===== src/hdl/tomasulo_cfg.svh =====
`ifndef TOMASULO_CFG_SVH
`define TOMASULO_CFG_SVH

// datapath width
`define XLEN 32

// reorder buffer, one tag per entry
`define TAG_W 3
`define NUM_TAGS 8

// architectural registers, r0 is hardwired zero
`define REG_W 3
`define NUM_REGS 8

// stations, one alu lane each
`define NUM_RS 2

`endif


===== src/hdl/tomasulo_pkg.sv =====
`include "tomasulo_cfg.svh"

package tomasulo_pkg;

    // source of operand 2
    typedef enum logic {
        REG_OP = 1'b0,
        IMM_OP = 1'b1
    } alu_op_e;

    // instruction as delivered by the source
    typedef struct packed {
        alu_op_e            op;
        logic [2:0]         funct3;
        // sub / sra select
        logic               funct7;
        logic [`REG_W-1:0]  rd;
        logic [`REG_W-1:0]  rs1;
        logic [`REG_W-1:0]  rs2;
        logic [`XLEN-1:0]   imm;
    } instr_t;

    // station entry, tag is only meaningful while valid is low
    typedef struct packed {
        alu_op_e            op;
        logic [2:0]         funct3;
        logic               funct7;
        logic [`TAG_W-1:0]  src1_tag;
        logic [`XLEN-1:0]   src1_data;
        logic               src1_valid;
        logic [`TAG_W-1:0]  src2_tag;
        logic [`XLEN-1:0]   src2_data;
        logic               src2_valid;
        logic [`TAG_W-1:0]  rd_tag;
    } res_word_t;

    // station to lane
    typedef struct packed {
        alu_op_e            op;
        logic [2:0]         funct3;
        logic               funct7;
        logic [`XLEN-1:0]   src1_data;
        logic [`XLEN-1:0]   src2_data;
        logic [`TAG_W-1:0]  tag;
    } alu_word_t;

    // one bus slot per rob entry, ready bit lives in robs_calculated
    typedef struct packed {
        logic [`XLEN-1:0]   data;
    } cdb_data_t;

    // lane output
    typedef struct packed {
        logic               valid;
        logic [`TAG_W-1:0]  tag;
        logic [`XLEN-1:0]   data;
    } result_t;

    // in-order retirement record
    typedef struct packed {
        logic               valid;
        logic [`REG_W-1:0]  rd;
        logic [`XLEN-1:0]   data;
    } commit_t;

endpackage : tomasulo_pkg


===== src/hdl/dispatch_unit.sv =====
`timescale 1ns/1ps
`include "tomasulo_cfg.svh"

module dispatch_unit (
    input  logic                    clk,
    input  logic                    rst,
    input  logic                    instr_req,
    input  tomasulo_pkg::instr_t    instr,
    input  logic                    res_empty [`NUM_RS],
    input  logic                    rob_full,
    input  logic [`TAG_W-1:0]       rob_tail,
    input  tomasulo_pkg::cdb_data_t cdb [`NUM_TAGS],
    input  logic [`NUM_TAGS-1:0]    robs_calculated,
    input  tomasulo_pkg::commit_t   retire,
    output logic                    instr_ack,
    output logic                    load_word [`NUM_RS],
    output tomasulo_pkg::res_word_t res_in [`NUM_RS],
    output logic                    rob_alloc,
    output logic [`REG_W-1:0]       alloc_rd
);
    import tomasulo_pkg::*;

    // architectural state
    logic [`XLEN-1:0]     regs [`NUM_REGS];
    logic [`NUM_REGS-1:0] busy;
    logic [`TAG_W-1:0]    stat_tag [`NUM_REGS];

    // tag of the next entry to retire, tracks the rob head
    logic [`TAG_W-1:0]    head_tag;

    logic                 ack_hold;
    logic                 accept;
    logic                 any_empty;
    logic                 pick [`NUM_RS];
    res_word_t            new_word;
    res_word_t            held [`NUM_RS];

    // returns {valid, tag, data} for one source register
    function automatic logic [`XLEN+`TAG_W:0] lookup(input logic [`REG_W-1:0] rs);
        logic [`TAG_W-1:0] tag;
        tag = stat_tag[rs];
        if (rs == '0)
            return {1'b1, {`TAG_W{1'b0}}, {`XLEN{1'b0}}};
        if (!busy[rs])
            return {1'b1, tag, regs[rs]};
        // producer done but not yet retired
        if (robs_calculated[tag])
            return {1'b1, tag, cdb[tag].data};
        return {1'b0, tag, {`XLEN{1'b0}}};
    endfunction

    // lowest numbered empty station wins
    always_comb begin
        any_empty = 1'b0;
        for (int i = 0; i < `NUM_RS; i++) begin
            pick[i] = res_empty[i] && !any_empty;
            any_empty = any_empty | res_empty[i];
        end
    end

    // one acceptance per req pulse
    assign accept    = instr_req && !ack_hold && any_empty && !rob_full;
    assign instr_ack = accept || ack_hold;
    assign rob_alloc = accept;
    assign alloc_rd  = instr.rd;

    // issue word for the incoming instruction
    always_comb begin
        new_word.op     = instr.op;
        new_word.funct3 = instr.funct3;
        new_word.funct7 = instr.funct7;
        {new_word.src1_valid, new_word.src1_tag, new_word.src1_data} = lookup(instr.rs1);
        if (instr.op == IMM_OP) begin
            // immediate is always ready
            new_word.src2_valid = 1'b1;
            new_word.src2_tag   = '0;
            new_word.src2_data  = instr.imm;
        end else begin
            {new_word.src2_valid, new_word.src2_tag, new_word.src2_data} = lookup(instr.rs2);
        end
        new_word.rd_tag = rob_tail;
    end

    // per station word, pending operands refreshed from the bus
    always_comb begin
        for (int i = 0; i < `NUM_RS; i++) begin
            load_word[i] = accept && pick[i];
            res_in[i]    = held[i];
            if (!held[i].src1_valid && robs_calculated[held[i].src1_tag]) begin
                res_in[i].src1_valid = 1'b1;
                res_in[i].src1_data  = cdb[held[i].src1_tag].data;
            end
            if (!held[i].src2_valid && robs_calculated[held[i].src2_tag]) begin
                res_in[i].src2_valid = 1'b1;
                res_in[i].src2_data  = cdb[held[i].src2_tag].data;
            end
            // station latches this in the load cycle
            if (load_word[i])
                res_in[i] = new_word;
        end
    end

    // handshake, register file and busy bits
    always_ff @(posedge clk) begin
        if (rst) begin
            ack_hold <= 1'b0;
            busy     <= '0;
            head_tag <= '0;
            for (int r = 0; r < `NUM_REGS; r++)
                regs[r] <= '0;
        end else begin
            if (accept)
                ack_hold <= 1'b1;
            else if (!instr_req)
                ack_hold <= 1'b0;

            if (retire.valid) begin
                head_tag <= head_tag + 1'b1;
                if (retire.rd != '0)
                    regs[retire.rd] <= retire.data;
                // only the newest writer of rd frees it
                if (busy[retire.rd] && stat_tag[retire.rd] == head_tag)
                    busy[retire.rd] <= 1'b0;
            end

            // rename wins over a same-cycle retire
            if (accept && instr.rd != '0)
                busy[instr.rd] <= 1'b1;
        end
    end

    // rename tags and held station words
    always_ff @(posedge clk) begin
        if (accept)
            stat_tag[instr.rd] <= rob_tail;
        for (int i = 0; i < `NUM_RS; i++)
            if (load_word[i])
                held[i] <= new_word;
    end

endmodule : dispatch_unit


===== src/hdl/reservation_station.sv =====
`timescale 1ns/1ps
`include "tomasulo_cfg.svh"

module reservation_station (
    input  logic                    clk,
    input  logic                    rst,
    input  logic                    load_word,
    input  tomasulo_pkg::cdb_data_t cdb [`NUM_TAGS],
    input  logic [`NUM_TAGS-1:0]    robs_calculated,
    input  tomasulo_pkg::res_word_t res_in,
    output tomasulo_pkg::alu_word_t alu_data,
    output logic                    start_exe,
    output logic                    res_empty
);
    import tomasulo_pkg::*;

    typedef enum logic [1:0] {
        EMPTY,
        CHECK,
        PEEK_ONE,
        PEEK_REST
    } state_e;

    state_e           state;
    res_word_t        res_word;

    // {valid, data} of each operand as seen this cycle
    logic [`XLEN:0]   opnd1;
    logic [`XLEN:0]   opnd2;

    // held value first, then dispatch word, then bus slot of the tag
    function automatic logic [`XLEN:0] resolve(
        input state_e            st,
        input logic              held_v,
        input logic [`XLEN-1:0]  held_d,
        input logic              in_v,
        input logic [`XLEN-1:0]  in_d,
        input logic [`TAG_W-1:0] tag
    );
        if (held_v)
            return {1'b1, held_d};
        // dispatch word only during CHECK and PEEK_ONE
        if (st != PEEK_REST && in_v)
            return {1'b1, in_d};
        if (st != CHECK && robs_calculated[tag])
            return {1'b1, cdb[tag].data};
        return {1'b0, held_d};
    endfunction

    always_comb begin
        opnd1 = resolve(state, res_word.src1_valid, res_word.src1_data,
                        res_in.src1_valid, res_in.src1_data, res_word.src1_tag);
        opnd2 = resolve(state, res_word.src2_valid, res_word.src2_data,
                        res_in.src2_valid, res_in.src2_data, res_word.src2_tag);
    end

    // fire in the cycle the last operand shows up
    assign start_exe = (state != EMPTY) && opnd1[`XLEN] && opnd2[`XLEN];
    assign res_empty = (state == EMPTY);

    always_comb begin
        alu_data.op        = res_word.op;
        alu_data.funct3    = res_word.funct3;
        alu_data.funct7    = res_word.funct7;
        alu_data.src1_data = opnd1[`XLEN-1:0];
        alu_data.src2_data = opnd2[`XLEN-1:0];
        alu_data.tag       = res_word.rd_tag;
    end

    always_ff @(posedge clk) begin
        if (rst) begin
            state <= EMPTY;
        end else begin
            case (state)
                EMPTY: begin
                    if (load_word)
                        state <= CHECK;
                end
                CHECK: begin
                    state <= start_exe ? EMPTY : PEEK_ONE;
                end
                default: begin
                    state <= start_exe ? EMPTY : PEEK_REST;
                end
            endcase
        end
    end

    // entry payload
    always_ff @(posedge clk) begin
        if (state == EMPTY) begin
            if (load_word)
                res_word <= res_in;
        end else begin
            // keep whatever was captured while waiting
            res_word.src1_valid <= opnd1[`XLEN];
            res_word.src1_data  <= opnd1[`XLEN-1:0];
            res_word.src2_valid <= opnd2[`XLEN];
            res_word.src2_data  <= opnd2[`XLEN-1:0];
        end
    end

endmodule : reservation_station


===== src/hdl/reorder_buffer.sv =====
`timescale 1ns/1ps
`include "tomasulo_cfg.svh"

module reorder_buffer (
    input  logic                    clk,
    input  logic                    rst,
    input  logic                    rob_alloc,
    input  logic [`REG_W-1:0]       alloc_rd,
    input  tomasulo_pkg::result_t   results [`NUM_RS],
    output logic [`TAG_W-1:0]       rob_tail,
    output logic                    rob_full,
    output tomasulo_pkg::cdb_data_t cdb [`NUM_TAGS],
    output logic [`NUM_TAGS-1:0]    robs_calculated,
    output tomasulo_pkg::commit_t   retire,
    output tomasulo_pkg::commit_t   commit
);
    import tomasulo_pkg::*;

    // per-tag storage
    logic [`REG_W-1:0] rd_q [`NUM_TAGS];
    logic [`XLEN-1:0]  data_q [`NUM_TAGS];

    logic [`TAG_W-1:0] head;
    logic [`TAG_W:0]   count;
    logic              retire_now;

    assign rob_full   = (count == `NUM_TAGS);
    assign retire_now = (count != '0) && robs_calculated[head];

    // result storage doubles as the bus
    always_comb begin
        for (int i = 0; i < `NUM_TAGS; i++)
            cdb[i].data = data_q[i];
    end

    always_ff @(posedge clk) begin
        retire.rd   <= rd_q[head];
        retire.data <= data_q[head];
        commit.rd   <= retire.rd;
        commit.data <= retire.data;
        if (rst) begin
            head            <= '0;
            rob_tail        <= '0;
            count           <= '0;
            robs_calculated <= '0;
            retire.valid    <= 1'b0;
            commit.valid    <= 1'b0;
        end else begin
            for (int i = 0; i < `NUM_RS; i++)
                if (results[i].valid)
                    robs_calculated[results[i].tag] <= 1'b1;
            if (rob_alloc) begin
                robs_calculated[rob_tail] <= 1'b0;
                rob_tail <= rob_tail + 1'b1;
            end
            // one retirement per cycle, oldest first
            if (retire_now)
                head <= head + 1'b1;
            count <= count + (`TAG_W+1)'(rob_alloc) - (`TAG_W+1)'(retire_now);
            retire.valid <= retire_now;
            commit.valid <= retire.valid;
        end
    end

    always_ff @(posedge clk) begin
        if (rob_alloc)
            rd_q[rob_tail] <= alloc_rd;
        for (int i = 0; i < `NUM_RS; i++)
            if (results[i].valid)
                data_q[results[i].tag] <= results[i].data;
    end

endmodule : reorder_buffer


===== src/hdl/alu_unit.sv =====
`timescale 1ns/1ps
`include "tomasulo_cfg.svh"

module alu_unit (
    input  logic                    clk,
    input  logic                    rst,
    input  logic                    start_exe,
    input  tomasulo_pkg::alu_word_t alu_data,
    output tomasulo_pkg::result_t   result
);
    import tomasulo_pkg::*;

    logic [`XLEN-1:0]          a;
    logic [`XLEN-1:0]          b;
    logic [`XLEN-1:0]          y;
    logic [$clog2(`XLEN)-1:0]  shamt;

    always_comb begin
        a     = alu_data.src1_data;
        b     = alu_data.src2_data;
        shamt = b[$clog2(`XLEN)-1:0];
        case (alu_data.funct3)
            // sub only exists in register form
            3'b000: y = (alu_data.op == REG_OP && alu_data.funct7) ? a - b : a + b;
            3'b001: y = a << shamt;
            3'b010: y = {{(`XLEN-1){1'b0}}, $signed(a) < $signed(b)};
            3'b011: y = {{(`XLEN-1){1'b0}}, a < b};
            3'b100: y = a ^ b;
            // srl / sra
            3'b101: y = alu_data.funct7 ? $unsigned($signed(a) >>> shamt) : a >> shamt;
            3'b110: y = a | b;
            default: y = a & b;
        endcase
    end

    // one cycle lane
    always_ff @(posedge clk) begin
        result.tag  <= alu_data.tag;
        result.data <= y;
        if (rst)
            result.valid <= 1'b0;
        else
            result.valid <= start_exe;
    end

endmodule : alu_unit


===== src/hdl/tomasulo_core.sv =====
`timescale 1ns/1ps
`include "tomasulo_cfg.svh"

module tomasulo_core (
    input  logic                  clk,
    input  logic                  rst,
    input  logic                  instr_req,
    input  tomasulo_pkg::instr_t  instr,
    output logic                  instr_ack,
    output tomasulo_pkg::commit_t commit
);
    import tomasulo_pkg::*;

    // dispatch to stations
    logic                 res_empty [`NUM_RS];
    logic                 load_word [`NUM_RS];
    res_word_t            res_in [`NUM_RS];

    // stations to lanes to rob
    alu_word_t            alu_data [`NUM_RS];
    logic                 start_exe [`NUM_RS];
    result_t              results [`NUM_RS];

    // rob side
    logic                 rob_alloc;
    logic [`REG_W-1:0]    alloc_rd;
    logic [`TAG_W-1:0]    rob_tail;
    logic                 rob_full;
    cdb_data_t            cdb [`NUM_TAGS];
    logic [`NUM_TAGS-1:0] robs_calculated;
    commit_t              retire;

    dispatch_unit dispatch_unit_inst (
        .clk             (clk),
        .rst             (rst),
        .instr_req       (instr_req),
        .instr           (instr),
        .res_empty       (res_empty),
        .rob_full        (rob_full),
        .rob_tail        (rob_tail),
        .cdb             (cdb),
        .robs_calculated (robs_calculated),
        .retire          (retire),
        .instr_ack       (instr_ack),
        .load_word       (load_word),
        .res_in          (res_in),
        .rob_alloc       (rob_alloc),
        .alloc_rd        (alloc_rd)
    );

    // each station owns one lane
    for (genvar i = 0; i < `NUM_RS; i++) begin : g_lane
        reservation_station reservation_station_inst (
            .clk             (clk),
            .rst             (rst),
            .load_word       (load_word[i]),
            .cdb             (cdb),
            .robs_calculated (robs_calculated),
            .res_in          (res_in[i]),
            .alu_data        (alu_data[i]),
            .start_exe       (start_exe[i]),
            .res_empty       (res_empty[i])
        );

        alu_unit alu_unit_inst (
            .clk       (clk),
            .rst       (rst),
            .start_exe (start_exe[i]),
            .alu_data  (alu_data[i]),
            .result    (results[i])
        );
    end

    reorder_buffer reorder_buffer_inst (
        .clk             (clk),
        .rst             (rst),
        .rob_alloc       (rob_alloc),
        .alloc_rd        (alloc_rd),
        .results         (results),
        .rob_tail        (rob_tail),
        .rob_full        (rob_full),
        .cdb             (cdb),
        .robs_calculated (robs_calculated),
        .retire          (retire),
        .commit          (commit)
    );

endmodule : tomasulo_core


===== config.mk =====
export PLATFORM = sky130hd
export DESIGN_NAME = tomasulo_core
export DESIGN_NICKNAME = d
export VERILOG_FILES = /design/src/hdl/tomasulo_pkg.sv /design/src/hdl/dispatch_unit.sv /design/src/hdl/reservation_station.sv /design/src/hdl/reorder_buffer.sv /design/src/hdl/alu_unit.sv /design/src/hdl/tomasulo_core.sv
export VERILOG_INCLUDE_DIRS = /design/src /design/src/hdl
export SDC_FILE = /design/constraint.sdc
export NUM_CORES = 2
export LEC_CHECK = 0
export BUFFER_PORTS_ARGS = -buffer_cell sky130_fd_sc_hd__buf_2
export CORE_ASPECT_RATIO = 1.5
export CORE_MARGIN = 2
export CORE_UTILIZATION = 60
export CTS_BUF_LIST = sky130_fd_sc_hd__clkbuf_2 sky130_fd_sc_hd__clkbuf_4 sky130_fd_sc_hd__clkbuf_8
export CTS_CLUSTER_DIAMETER = 150
export CTS_CLUSTER_SIZE = 24
export DETAILED_ROUTE_END_ITERATION = 8
export GPL_TIMING_DRIVEN = 0
export PLACE_DENSITY = 0.73
export SKIP_LAST_GASP = 1
export SYNTH_ARGS = -nofsm -noshare
export SYNTH_HDL_FRONTEND = slang
export SYNTH_SLANG_ARGS = --single-unit

===== constraint.sdc =====
create_clock -name clk -period 7.75 [get_ports clk]
set_input_delay 0.3875 -clock clk [delete_from_list [all_inputs] [get_ports clk]]
set_output_delay 0.3875 -clock clk [all_outputs]
set_load 0.01 [all_outputs]

==> impl_metrics.json, run 1 <==
{
  "synth_top_family_by_area": "multiplexers",
  "cts_made_buffers": 50,
  "grt_first_pass_wirelength_mm": 957.6,
  "synthXorXnorAreaFrac_pct": 0.2651,
  "grt_pass1_vias": 108300,
  "gp_congestion": 1.261,
  "ys_types": 109,
  "synth_compound_area_share_pct": 14.40,
  "synthMuxAreaShare_pct": 31.40,
  "grt_max_degree": 59,
  "yosys.area_share.simple_pct": 11.64,
  "initial_core_util_pct": 60.34,
  "ys_seq_elements": 1058,
  "seq_area_frac_synth_pct": 33.62,
  "cts_root_buffer": "clkbuf_8",
  "yosysTopAreaCell": "edfxtp_1",
  "grt-ovfl-total": 3115,
  "dpl.cell_count": 10600,
  "synth_area_leaders": "edfxtp_1 (30%), mux4_2 (19%), mux2i_1 (7.9%)",
  "synthCells": 8494,
  "synthesis.area_sq_um": 89210,
  "ys.flop_type": "edfxtp_1",
  "synth_edf_count": 880,
  "cts.path.max_buffers": 3,
  "die_x_um": 318.8,
  "synth_top_area_share_pct": 29.62,
  "rows": 173,
  "die_h_um": 476.2,
  "pin_count": 86,
  "status": "stopped before the end",
  "stop_stage": "global routing",
  "clock-sinks": 1058,
  "yosys.area_share.adder_pct": 2.959,
  "syn_area_per_cell_sq_um": 10.50,
  "h-tree-depth": 2,
  "hpwl_mm": 413.6,
  "place_ws_ns": -3.550,
  "yosysWarningCount": 0,
  "port_buffers": 81,
  "error": "[ERROR GRT-0116] Global routing finished with congestion. Check the congestion regions in the DRC Viewer.",
  "track_usage_pct": 86.63,
  "async_flop_share_pct": 0
}
## cell families after synthesis
kind of cell	Yosys count
DFF	1058
adders and majority gates	208
xor gates and xnor gates	27
other	1
AOI/OAI and AO/OA	1829
muxes	1822
buffers and inverters	1272
and+or+nand+nor	2277
## cells in the mapped netlist, drive strengths merged (42+ instances only)
library cell    n
mux4          740
clkbuf        755
and2          246
mux2i         704
nor3          157
ha            203
o22ai          84
a21oi         298
dfxtp         178
a21o          102
buf           252
nand2b         45
nand2         895
inv           260
a32oi          42
edfxtp        880
o221ai         55
mux2          378
a31oi         119
o21ai         297
o22a           81
a211oi        143
nor2          516
o211ai        136
o21bai         44
nand3         190
a22oi          99
## through the flow
stage | util [%] | area (sq um) | hold WS, ns
3_3_place_gp | 62.32 | 92140 | 0.3294
3_5_place_dp | 63.19 | 93420 | 0.3269
2_1_floorplan | - | 89320 | 0.3233
4_1_cts | 65.18 | 96370 | 0.009915
## metal layers
layer	overflow	GRT usage [%]
met4	1136	91.32
met2	1764	100.5
met5	13	52.70
met1	83	83.29
met3	119	74.93
## timing repair
action | 4_1_cts
resized for setup | 413
endpoints found under the hold margin | 45
pin swaps | 32
endpoints found under the setup margin | 60
setup buffers | 57
hold buffers | 10
==> run 2, diff against run 1 <==
Settings changed: CORE_ASPECT_RATIO 1.5 to unset, CORE_UTILIZATION 60 to 40, CTS_BUF_LIST sky130_fd_sc_hd__clkbuf_2 sky130_fd_sc_hd__clkbuf_4 sky130_fd_sc_hd__clkbuf_8 to unset, CTS_CLUSTER_DIAMETER 150 to unset, CTS_CLUSTER_SIZE 24 to unset, PLACE_DENSITY 0.73 to unset, PLACE_DENSITY_LB_ADDON set to 0.15.
==> run 2 against run 1 <==
Effect of this change:
- the flow now finishes, with violations (DRC, capacitance limit, slew limit, setup timing)
- synthesized cell count did not move
- area after synthesis stayed put
==> impl_metrics.json, run 2 <==
{
  "yosysWarningCount": 0,
  "synth_common_cells": "nand2_1 (895), edfxtp_1 (880), clkbuf_1 (755)",
  "synth_edf_count": 880,
  "synth_top_area_share_pct": 29.62,
  "synthesis.area_sq_um": 89210,
  "synth_area_leaders": "edfxtp_1 (30%), mux4_2 (19%), mux2i_1 (7.9%)",
  "final_cell_area_sq_um": 103400,
  "layout_commonest_cell": "nand2_1",
  "setup.worst_path.end_class": "flop",
  "rows": 173,
  "ys.flop_type": "edfxtp_1",
  "cts_tree": "built",
  "slowest_delay_ns": 0.93,
  "grt_first_pass_wirelength_mm": 744.4,
  "rsz0062_at_grt": "true",
  "syn_area_per_cell_sq_um": 10.50,
  "dieArea_sq_um": 226800,
  "syn_to_final_growth_pct": 15.90,
  "fin_ws_ns": -0.2616,
  "status": "finished, violations left",
  "rr_worst_depth": 15,
  "yosysTopAreaCell": "edfxtp_1",
  "fmax_mhz": 124.8,
  "async_flop_share_pct": 0,
  "finalWirelength_mm": 563.4,
  "ys_types": 109,
  "finalClockSkew_ns": 0.04522,
  "slew_headroom_pct": -12.51,
  "layout_min_cycle_time_ns": 8.012,
  "cts.path.max_buffers": 3,
  "drc_errors": 7,
  "pin_count": 86,
  "startpoint_type": "flop",
  "antenna_found_initial": 74,
  "p_leak_uw": 0.03824,
  "cp.required_ns": 8.36,
  "grt_pass1_vias": 82360,
  "drt_iter0_drc": 13340,
  "ff_latch_area_sq_um": 29990,
  "initial_core_util_pct": 40.21,
  "routedWlPerCell_um": 46.79,
  "most-common-layout-cells": "nand2_1 (888), edfxtp_1 (880), mux4_2 (740), mux2i_1 (689), clkbuf_1 (557)",
  "clk_pin_slew_worst_paths_ns": 0.06,
  "dpl.cell_count": 11650,
  "cp_top_family": "compound AO/OA/AOI/OAI gates",
  "worst_path_most_repeated_cell": "mux2i_1",
  "stdcell_count": 12040,
  "insertion_delay_ns": 0.86,
  "nets": 9134,
  "fin_crit_sh_pct": 103.4,
  "multi_input_area_sq_um": 56310,
  "cp.depth": 15,
  "tightest_slew_ns": 1.688,
  "clock-sinks": 1058,
  "cts_made_buffers": 134,
  "hpwl_mm": 436.2,
  "crit_arrival_ns": 8.62,
  "h-tree-depth": 4,
  "synth_most_common_cell": "nand2_1",
  "maxCapViolations": 5,
  "dr_total_vias": 87190,
  "die_x_um": 476.2,
  "path_max_fanout": 12,
  "grt_max_degree": 41,
  "finalHoldViolations": 0,
  "drive_gt1_share_pct": 25.71,
  "synthCells": 8494,
  "vdd_drop_max_mv": 0.2280,
  "port_buffers": 81,
  "power_density_nw_per_um2": 342.4,
  "viasPerCell": 7.241,
  "crit_slowest_cell": "mux2i_1",
  "detail-route-antenna-nets": 0,
  "gp_congestion": 1.076,
  "crit_chain": "mux4_2, mux2_2, mux2i_1, a32oi_4, nand4_1, a22oi_1, a221o_1, clkbuf_1, clkinvlp_4, mux2i_1, mux2_4, a2111o_1, o21ai_1, o2bb2ai_1, a21oi_2",
  "cts_root_buffer": "clkbuf_16",
  "path_class": "flop to flop",
  "drv_slew": 39,
  "violations": "DRC, capacitance limit, slew limit, setup timing",
  "total_power_uw": 35400,
  "fillers": 20830,
  "postPlaceCellArea_sq_um": 95020,
  "setup_violations": 11,
  "fp.coreArea_sq_um": 221900,
  "grt-ovfl-total": 0,
  "die_h_um": 476.2,
  "ys_seq_elements": 1058,
  "dr.pass1.iters": 9,
  "hold_depth": 3,
  "track_usage_pct": 48.08,
  "hold_path.class": "primary input to flop",
  "seq_area_frac_synth_pct": 33.62,
  "cp_num_buf_inv": 2
}
-- run 2: power breakdown --
group	total [uW]	switching, uW	internal, uW
combinational	20500	13900	6610
clock	6920	2970	3950
sequential	8000	864	7140
total	35400	17700	17700
-- run 2: stage by stage --
stage | TNS [ns] | hold WS [ns] | util [%] | setup slack (ns)
2_1_floorplan | 0 | 0.3233 | - | 0.6976
3_3_place_gp | -1088.94 | 0.3269 | 42.12 | -4.830
3_5_place_dp | -144.12 | 0.3302 | 42.83 | -3.861
4_1_cts | -0.1241 | 0.001756 | 45.99 | -0.08847
5_1_grt | -0.1339 | 0.05183 | 46.57 | -0.02937
6_report | -1.412 | 0.04513 | 46.60 | -0.2616
-- run 2: repair_timing --
action | in CTS | in global routing
gates resized for setup | 529 | 307
hold buffers | 13 | 0
buffers inserted | 59 | 32
pin swaps | 41 | 46
endpoints found under the setup margin | 62 | 36
hold endpoints to repair | 52 | 0
gates cloned | 1 | 2
-- run 2: cell type report --
type,instances,area share (%)
Antenna cell,78,0.1888
Inverter,265,0.9838
Sequential cell,1058,29.00
Tap cell,2975,3.600
Clock inverter,86,1.111
Buffer,964,4.592
Clock buffer,160,3.505
Timing Repair Buffer,257,2.558
Multi-Input combinational cell,6197,54.46
-- run 2: worst paths after layout --
check / to / slack [ns] / startpoint
setup / recovery: g_lane[1].alu_unit_inst.result[2]$_DFF_P_ / -0.26 / dispatch_unit_inst.stat_tag[7][0]$_DFFE_PP_
hold / removal: dispatch_unit_inst.held[0][27]$_DFFE_PP_ / 0.05 / instr[23]
setup reg to reg: g_lane[1].alu_unit_inst.result[2]$_DFF_P_ / -0.26 / dispatch_unit_inst.stat_tag[7][0]$_DFFE_PP_
hold reg to reg: g_lane[1].alu_unit_inst.result[33]$_DFF_P_ / 0.34 / g_lane[1].reservation_station_inst.alu_data[1]$_DFFE_PP_
-- run 2: tightest hold or removal path: cells and delay by family --
family	cells	cell delay, ns
AOI/OAI and AO/OA	1	0.16
buffers and inverters	2	0.22
-- run 2: kinds of logic (layout without fill, tap and decap cells) --
logic type,after synthesis,after routing,share of synthesized area (%)
AOI/OAI and AO/OA,1829,1830,14.40
xor gates and xnor gates,27,27,0.2651
adders and majority gates,208,208,2.959
buffers and inverters,1272,1732,5.710
DFF,1058,1058,33.62
muxes,1822,1822,31.40
other,1,110,0.004204
and+or+nand+nor,2277,2278,11.64
-- run 2: per-layer routing --
| metal | track usage [%] | part of all wire (%) | vias up |
|---|---|---|---|
| li1 | - | - | 33430 |
| met1 | 54.70 | 34 | 44330 |
| met2 | 70.54 | 42 | 7228 |
| met3 | 21.52 | 14 | 2126 |
| met4 | 36.58 | 9.8 | 64 |
| met5 | 1.092 | 0.19 | - |
Note: power is estimated with default switching activity, not from simulation.
